`config.mk`:
```
export PLATFORM = sky130hd
export DESIGN_NAME = stream_buffer_top
export DESIGN_NICKNAME = d
export VERILOG_FILES = /design/src/common/stream_pkg.sv /design/src/fifo/stream_fifo.sv /design/src/logic/fault_monitor.sv /design/src/logic/stream_buffer_top.sv
export VERILOG_INCLUDE_DIRS = /design/src /design/src/common
export SDC_FILE = /design/constraint.sdc
export NUM_CORES = 1
export LEC_CHECK = 0
export BUFFER_PORTS_ARGS = -buffer_cell sky130_fd_sc_hd__buf_2
export CAP_MARGIN = 10
export CORE_MARGIN = 8
export CORE_UTILIZATION = 43
export DETAILED_ROUTE_END_ITERATION = 6
export PLACE_DENSITY = 0.6
export SLEW_MARGIN = 0
export SYNTH_ARGS = -nofsm -noshare
export SYNTH_HDL_FRONTEND = slang
export SYNTH_SLANG_ARGS = --single-unit
```
`constraint.sdc`:
```
create_clock -name i_clk -period 3.6 [get_ports i_clk]
set_input_delay 0.54 -clock i_clk [delete_from_list [all_inputs] [get_ports i_clk]]
set_output_delay 0.54 -clock i_clk [all_outputs]
set_load 0.005 [all_outputs]
```
`src/common/stream_config.svh`:
```
`ifndef STREAM_CONFIG_SVH
`define STREAM_CONFIG_SVH

// FIFO depth as a power of two, shared by the sample and event FIFOs
`define STREAM_DEPTH_LOG2 3

// Zero entries sitting in the sample FIFO right after reset
`define STREAM_PREFILL 4

// Sample data word width
`define STREAM_DATA_W 16

// Cycle counter and event timestamp width
`define STREAM_TS_W 16

`endif

```
`src/common/stream_pkg.sv`:
```
`include "stream_config.svh"

package stream_pkg;

	// One sample record as pushed by the producer
	typedef struct packed {
		logic [`STREAM_DATA_W-1:0] data; // Sample word
		logic [3:0]                chan; // Channel tag
	} sample_t;

	// What kind of fault an event reports
	typedef enum logic [1:0] {
		fault_none     = 2'd0, // Idle value on the monitor output
		fault_overrun  = 2'd1,
		fault_underrun = 2'd2
	} fault_kind_e;

	// Timestamped fault record, stored in the event FIFO
	typedef struct packed {
		fault_kind_e             kind;
		logic [`STREAM_TS_W-1:0] ts;   // Cycle count when logged
	} event_t;

endpackage

```
`src/fifo/stream_fifo.sv`:
```
module stream_fifo #(
	parameter type T          = logic [7:0], // Payload record
	parameter int  DEPTH_LOG2 = 3,
	parameter int  PREFILL    = 0            // Zero entries present after reset
) (
	input  logic i_clk,
	input  logic i_rst_n,
	input  logic i_write,
	input  T     i_item,
	input  logic i_read,
	input  logic i_clear,
	output T     o_item,
	output logic o_valid,
	output logic o_empty,
	output logic o_full,
	output logic o_overrun,
	output logic o_underrun
);

	localparam int DEPTH = 1 << DEPTH_LOG2;

	// Reset values of the pointer and occupancy for the prefilled case
	localparam logic [DEPTH_LOG2-1:0] PREFILL_PTR = DEPTH_LOG2'(PREFILL % DEPTH);
	localparam logic [DEPTH_LOG2:0]   PREFILL_CNT = (DEPTH_LOG2 + 1)'(PREFILL);
	localparam logic [DEPTH_LOG2:0]   FULL_CNT    = (DEPTH_LOG2 + 1)'(DEPTH);

	T mem [DEPTH]; // Storage array

	logic [DEPTH_LOG2-1:0] wr_ptr;
	logic [DEPTH_LOG2-1:0] rd_ptr;
	logic [DEPTH_LOG2:0]   count;  // One extra bit so full and empty differ
	logic                  empty;
	logic                  full;
	logic                  wr_accept;
	logic                  rd_accept;
	logic                  wr_drop;
	logic                  rd_fail;

	assign empty = (count == '0);
	assign full  = (count == FULL_CNT);

	// Read only succeeds with data present, a write in the same cycle does not help
	assign rd_accept = i_read & ~empty;
	assign rd_fail   = i_read & empty;

	// Write goes through when there is room, or when full and a read frees a slot
	assign wr_accept = i_write & (~full | i_read);
	assign wr_drop   = i_write & full & ~i_read;

	// Occupancy
	always_ff @(posedge i_clk) begin
		if (!i_rst_n) begin
			count <= PREFILL_CNT;
		end else begin
			case ({wr_accept, rd_accept})
				2'b10:   count <= count + 1'b1;
				2'b01:   count <= count - 1'b1;
				default: count <= count;   // Idle, or push and pop together
			endcase
		end
	end

	// Pointers wrap naturally at DEPTH
	always_ff @(posedge i_clk) begin
		if (!i_rst_n) begin
			wr_ptr <= PREFILL_PTR; // Prefilled slots sit below the write pointer
			rd_ptr <= '0;
		end else begin
			if (wr_accept)
				wr_ptr <= wr_ptr + 1'b1;
			if (rd_accept)
				rd_ptr <= rd_ptr + 1'b1;
		end
	end

	// Storage, only the prefilled slots are touched by reset
	always_ff @(posedge i_clk) begin
		if (!i_rst_n) begin
			for (int i = 0; i < DEPTH; i++) begin
				if (i < PREFILL)
					mem[i] <= T'('0);
			end
		end else if (wr_accept) begin
			mem[wr_ptr] <= i_item; // When full this overwrites the slot being popped
		end
	end

	// Read data is captured only on an accepted pop
	// Nonblocking read of mem gives the old head even on write-through
	always_ff @(posedge i_clk) begin
		if (rd_accept)
			o_item <= mem[rd_ptr];
	end

	always_ff @(posedge i_clk) begin
		if (!i_rst_n)
			o_valid <= 1'b0;
		else
			o_valid <= rd_accept; // One-cycle pulse with the data
	end

	// Sticky fault flags
	// A new fault in the clear cycle wins so the event is not lost
	always_ff @(posedge i_clk) begin
		if (!i_rst_n) begin
			o_overrun  <= 1'b0;
			o_underrun <= 1'b0;
		end else begin
			o_overrun  <= wr_drop | (o_overrun & ~i_clear);
			o_underrun <= rd_fail | (o_underrun & ~i_clear);
		end
	end

	assign o_empty = empty;
	assign o_full  = full;

endmodule

```
`src/logic/fault_monitor.sv`:
```
`include "stream_config.svh"

module fault_monitor (
	input  logic                i_clk,
	input  logic                i_rst_n,
	input  logic                i_overrun,  // Sticky flag from the sample FIFO
	input  logic                i_underrun, // Sticky flag from the sample FIFO
	output logic                o_push,     // Write strobe into the event FIFO
	output stream_pkg::event_t  o_event
);

	logic [`STREAM_TS_W-1:0] cycle_cnt; // Free-running timestamp source
	logic                    ovr_q;     // Flag values one cycle back
	logic                    udr_q;
	logic                    ovr_rise;
	logic                    udr_rise;
	logic                    pend_udr;  // Underrun waiting behind an overrun
	logic                    push_next;
	stream_pkg::fault_kind_e kind_next;

	// Only a 0 to 1 step counts, a clear just drops the flags
	assign ovr_rise = i_overrun & ~ovr_q;
	assign udr_rise = i_underrun & ~udr_q;

	// Pick at most one event per cycle
	// Pending underrun goes first; a fresh rise cannot meet it since a flag
	// needs a clear cycle before it can rise again
	always_comb begin
		push_next = 1'b1;
		kind_next = stream_pkg::fault_none;
		if (pend_udr)
			kind_next = stream_pkg::fault_underrun;
		else if (ovr_rise)
			kind_next = stream_pkg::fault_overrun; // Overrun first on a double fault
		else if (udr_rise)
			kind_next = stream_pkg::fault_underrun;
		else
			push_next = 1'b0;
	end

	always_ff @(posedge i_clk) begin
		if (!i_rst_n)
			cycle_cnt <= '0;
		else
			cycle_cnt <= cycle_cnt + 1'b1; // Wraps silently
	end

	// Edge detect history
	always_ff @(posedge i_clk) begin
		if (!i_rst_n) begin
			ovr_q <= 1'b0;
			udr_q <= 1'b0;
		end else begin
			ovr_q <= i_overrun;
			udr_q <= i_underrun;
		end
	end

	// Second half of a simultaneous rise, held for one cycle
	always_ff @(posedge i_clk) begin
		if (!i_rst_n)
			pend_udr <= 1'b0;
		else
			pend_udr <= ovr_rise & udr_rise & ~pend_udr;
	end

	// Registered push, so the FIFO sees it one edge after detection
	always_ff @(posedge i_clk) begin
		if (!i_rst_n)
			o_push <= 1'b0;
		else
			o_push <= push_next;
	end

	// Record is stamped when it is issued
	// The delayed underrun thus carries a later stamp than its overrun
	always_ff @(posedge i_clk) begin
		o_event.kind <= kind_next;
		o_event.ts   <= cycle_cnt;
	end

endmodule

```
`src/logic/stream_buffer_top.sv`:
```
`include "stream_config.svh"

module stream_buffer_top (
	input  logic                i_clk,
	input  logic                i_rst_n,
	// Producer side
	input  logic                i_sample_write,
	input  stream_pkg::sample_t i_sample,
	// Consumer side
	input  logic                i_sample_read,
	output stream_pkg::sample_t o_sample,
	output logic                o_sample_valid,
	output logic                o_empty,
	output logic                o_full,
	output logic                o_overrun,
	output logic                o_underrun,
	// Host side, fault log
	input  logic                i_clear_faults,
	input  logic                i_evt_read,
	output stream_pkg::event_t  o_evt,
	output logic                o_evt_valid,
	output logic                o_evt_empty,
	output logic                o_evt_lost
);

	logic               evt_push; // Monitor to event FIFO
	stream_pkg::event_t evt_rec;

	// Rate-matching buffer, starts as a delay line of zeros
	stream_fifo #(
		.T          (stream_pkg::sample_t),
		.DEPTH_LOG2 (`STREAM_DEPTH_LOG2),
		.PREFILL    (`STREAM_PREFILL)
	) u_sample_fifo (
		.i_clk      (i_clk),
		.i_rst_n    (i_rst_n),
		.i_write    (i_sample_write),
		.i_item     (i_sample),
		.i_read     (i_sample_read),
		.i_clear    (i_clear_faults),
		.o_item     (o_sample),
		.o_valid    (o_sample_valid),
		.o_empty    (o_empty),
		.o_full     (o_full),
		.o_overrun  (o_overrun),
		.o_underrun (o_underrun)
	);

	// Turns flag rises into timestamped records
	fault_monitor u_fault_monitor (
		.i_clk      (i_clk),
		.i_rst_n    (i_rst_n),
		.i_overrun  (o_overrun),
		.i_underrun (o_underrun),
		.o_push     (evt_push),
		.o_event    (evt_rec)
	);

	// Fault log, drained by the host
	// Its overrun means events were dropped, underrun is of no interest
	stream_fifo #(
		.T          (stream_pkg::event_t),
		.DEPTH_LOG2 (`STREAM_DEPTH_LOG2),
		.PREFILL    (0)
	) u_event_fifo (
		.i_clk      (i_clk),
		.i_rst_n    (i_rst_n),
		.i_write    (evt_push),
		.i_item     (evt_rec),
		.i_read     (i_evt_read),
		.i_clear    (i_clear_faults),
		.o_item     (o_evt),
		.o_valid    (o_evt_valid),
		.o_empty    (o_evt_empty),
		.o_full     (),
		.o_overrun  (o_evt_lost),
		.o_underrun ()
	);

endmodule

```
==> reports/metrics.csv <==
metric,value,unit
status,finished clean,
"Top FF cell, synth",edfxtp_1,
gr usage total,0.147,
Critical Path RT,4.06,ns
Synth warnings,0,
Routed Antenna Nets,0,
CTS tree,built,
cell with the most instances after synthesis,edfxtp_1,
Synth Cell Area,0.0157,mm2
CTS Sinks,405,
Max Clk Rate,333,MHz
CTS Hold Bufs,0,
Final Hold Fails,0,
share of cells above drive strength 1,0.324,
GRT busiest layer,met2,
Leak Pwr,6.29,nW
Die W,207,um
Worst setup SP type,flop,
Max VDD drop,0.000369,V
Setup TNS,0,ns
RSZ-0062 raised after global routing,false,
max-cap viol count,0,
Pwr Density,579,mW/mm2
switch share,0.219,
worst-case clock buffer depth,3,
largest net degree at the start of global routing,50,
Root Buffer,clkbuf_16,
fin area,0.0181,mm2
Die Y,207,um
"Seq/Total Area, Yosys",0.735,
core area,0.0363,mm2
Post-synth top cells,"edfxtp_1, mux4_2, dfxtp_1",
WP data arrival,3.46,ns
global route overflow,0,
CP Class,reg2reg,
latest clock arrival within the worst-skew pair,0.53,ns
Yosys top cell by area,edfxtp_1,
Synth Net Count,884,
Post-Synthesis Cells,845,
Post-route DRC,0,
Rows,70,
initial antenna violation count,3,
CP max-delay cell,or4b_4,
vias,7592,
fraction of power consumed by sequential logic,0.512,
Worst Hold Class,in2reg,
crit share post-route,0.834,
PortBufs,71,
cell internal pwr,8.20,mW
Placer Congestion,0.729,
Synth top area share,0.655,
CTS buffer count,43,
global routing usage on met3,0.0336,
Relative slew margins,0.480,
Synth area leaders,"edfxtp_1, mux4_2, dfxtp_1",
"EDFF count, synth",342,
fin crit period,3.00,ns
"CP delay by family, top",simple AND/OR/NAND/NOR gates,
Worst Skew,0.00842,ns
vias in the first global route,8065,
dpl cell area,0.0168,mm2
# H-tree levels,2,
clock share of power,0.403,
Resized Gates After CTS,0,
total wire length,30600,um
largest stage delay on the critical path,0.57,ns
Buf/Inv on CP,1,
grt met1 use,0.174,
Worst Setup End Kind,flop,
synth unique cells,42,
Post-synth ARST share,0,
"Reg clk slew, reported paths",0.06,ns
die area,0.0428,mm2
per-cell routed wire length,21.0,um
Slew @ Worst Pin,0.774,ns
Area Overhead vs Synth,15.5,%
sw power,2.29,mW
endpoints failing setup,0,
routed vias/inst,5.22,
DP HPWL,18200,um
CP max FO,49,
syn avg cell area,18.6,um2
Gate power share,0.086,
Seq cells post-synth,405,
DR pass1 iterations,4,
Worst path most repeated cell,a21oi_1,
Pwr Total,10.5,mW
first-pass GRT wire length,47600,um
met2 usage,0.265,
crit-path cells,or4b_4 -> o21a_4 -> inv_4 -> ha_1 -> ha_1 -> a21oi_1 -> a21oi_1 -> or4_1 -> a21oi_1,
Nets,991,
I/O pins,72,
setup bufs post-CTS,0,
Initial Util,0.432,
number of DRC markers in iteration 0,361,
Final Max Slew Viols,0,
[sequential cells by signal, summed over array words and instances, names as in the netlist, 3 cells and up]
signal                     count
u_event_fifo.o_item           18
u_event_fifo.rd_ptr            3
u_event_fifo.count             4
u_fault_monitor.o_event       18
u_fault_monitor.cycle_cnt     16
u_sample_fifo.o_item          20
u_event_fifo.wr_ptr            3
u_sample_fifo.mem            160
u_event_fifo.mem             144
u_sample_fifo.rd_ptr           3
u_sample_fifo.wr_ptr           3
u_sample_fifo.count            4
[metal layers]
| metal | routed length (um) | share of wire |
|---|---|---|
| met1 | 12600 | 0.41 |
| met2 | 15900 | 0.52 |
| met3 | 1390 | 0.045 |
| met4 | 648 | 0.021 |
| met5 | 10 | 0.00033 |
[cell families (layout without fill, tap and decap cells)]
logic type | Yosys count | after routing | synth area share
and+or+nand+nor | 201 | 201 | 0.0719
xor gates and xnor gates | 24 | 24 | 0.0134
adders and majority gates | 13 | 13 | 0.0113
other | 0 | 2 | 0
DFF | 405 | 405 | 0.735
buffers and inverters | 54 | 194 | 0.0171
AOI/OAI and AO/OA | 30 | 30 | 0.0119
muxes | 118 | 118 | 0.139
[placed cells by master, fill, tap and decap left out, types with 32 or more instances in the layout]
cell       instances
and3_1            44
mux2_2            38
nor2_1            43
clkbuf_16         43
mux4_2            76
buf_2             71
dfxtp_1           60
and2_1            35
edfxtp_1         342
buf_4             32
[tightest hold or removal path, cell delays in order]
cell and delay, ns:
buf_2 0.10, a21oi_1 0.06, nor2_1 0.07
[cell type report]
cell class                      instances  area (um2)
Tap cell                              468         586
Clock inverter                         19         185
Inverter                               11        43.8
Fill cell                            3038       18100
Sequential cell                       405       11500
Clock buffer                           59        1170
Antenna cell                            2        5.00
Timing Repair Buffer                  105         636
Multi-Input combinational cell        386        3960
[power groups by stage]
stage	logic, mW	clock network, mW	registers [mW]
4_1_cts	0.930	4.33	5.37
2_1_floorplan	0.629	0	5.43
3_5_place_dp	0.924	0	5.47
6_report	0.898	4.23	5.37
5_1_grt	0.995	4.51	5.39
3_3_place_gp	0.917	0	5.46
[final timing paths]
path	start	end	slack, ns	cells past startpoint
min reg2reg	u_fault_monitor.cycle_cnt[15]	u_fault_monitor.o_event[15]	0.36	0
max	u_sample_fifo.count[0]	u_sample_fifo.count[3]	0.60	9
max reg2reg	u_sample_fifo.count[0]	u_sample_fifo.count[3]	0.60	9
min	i_sample_write	u_sample_fifo.o_overrun	0.27	3
[through the flow]
stage	setup WS (ns)	std cells	utilization	hold slack (ns)
after floorplan	0.593	845	-	0.343
after global placement	0.682	1375	0.462	0.350
after detailed placement	0.603	1375	0.462	0.357
after CTS	0.586	1453	0.499	0.249
after global routing	0.390	1453	0.499	0.268
final	0.598	1455	0.499	0.270
Power figures use the tool's default switching activity.
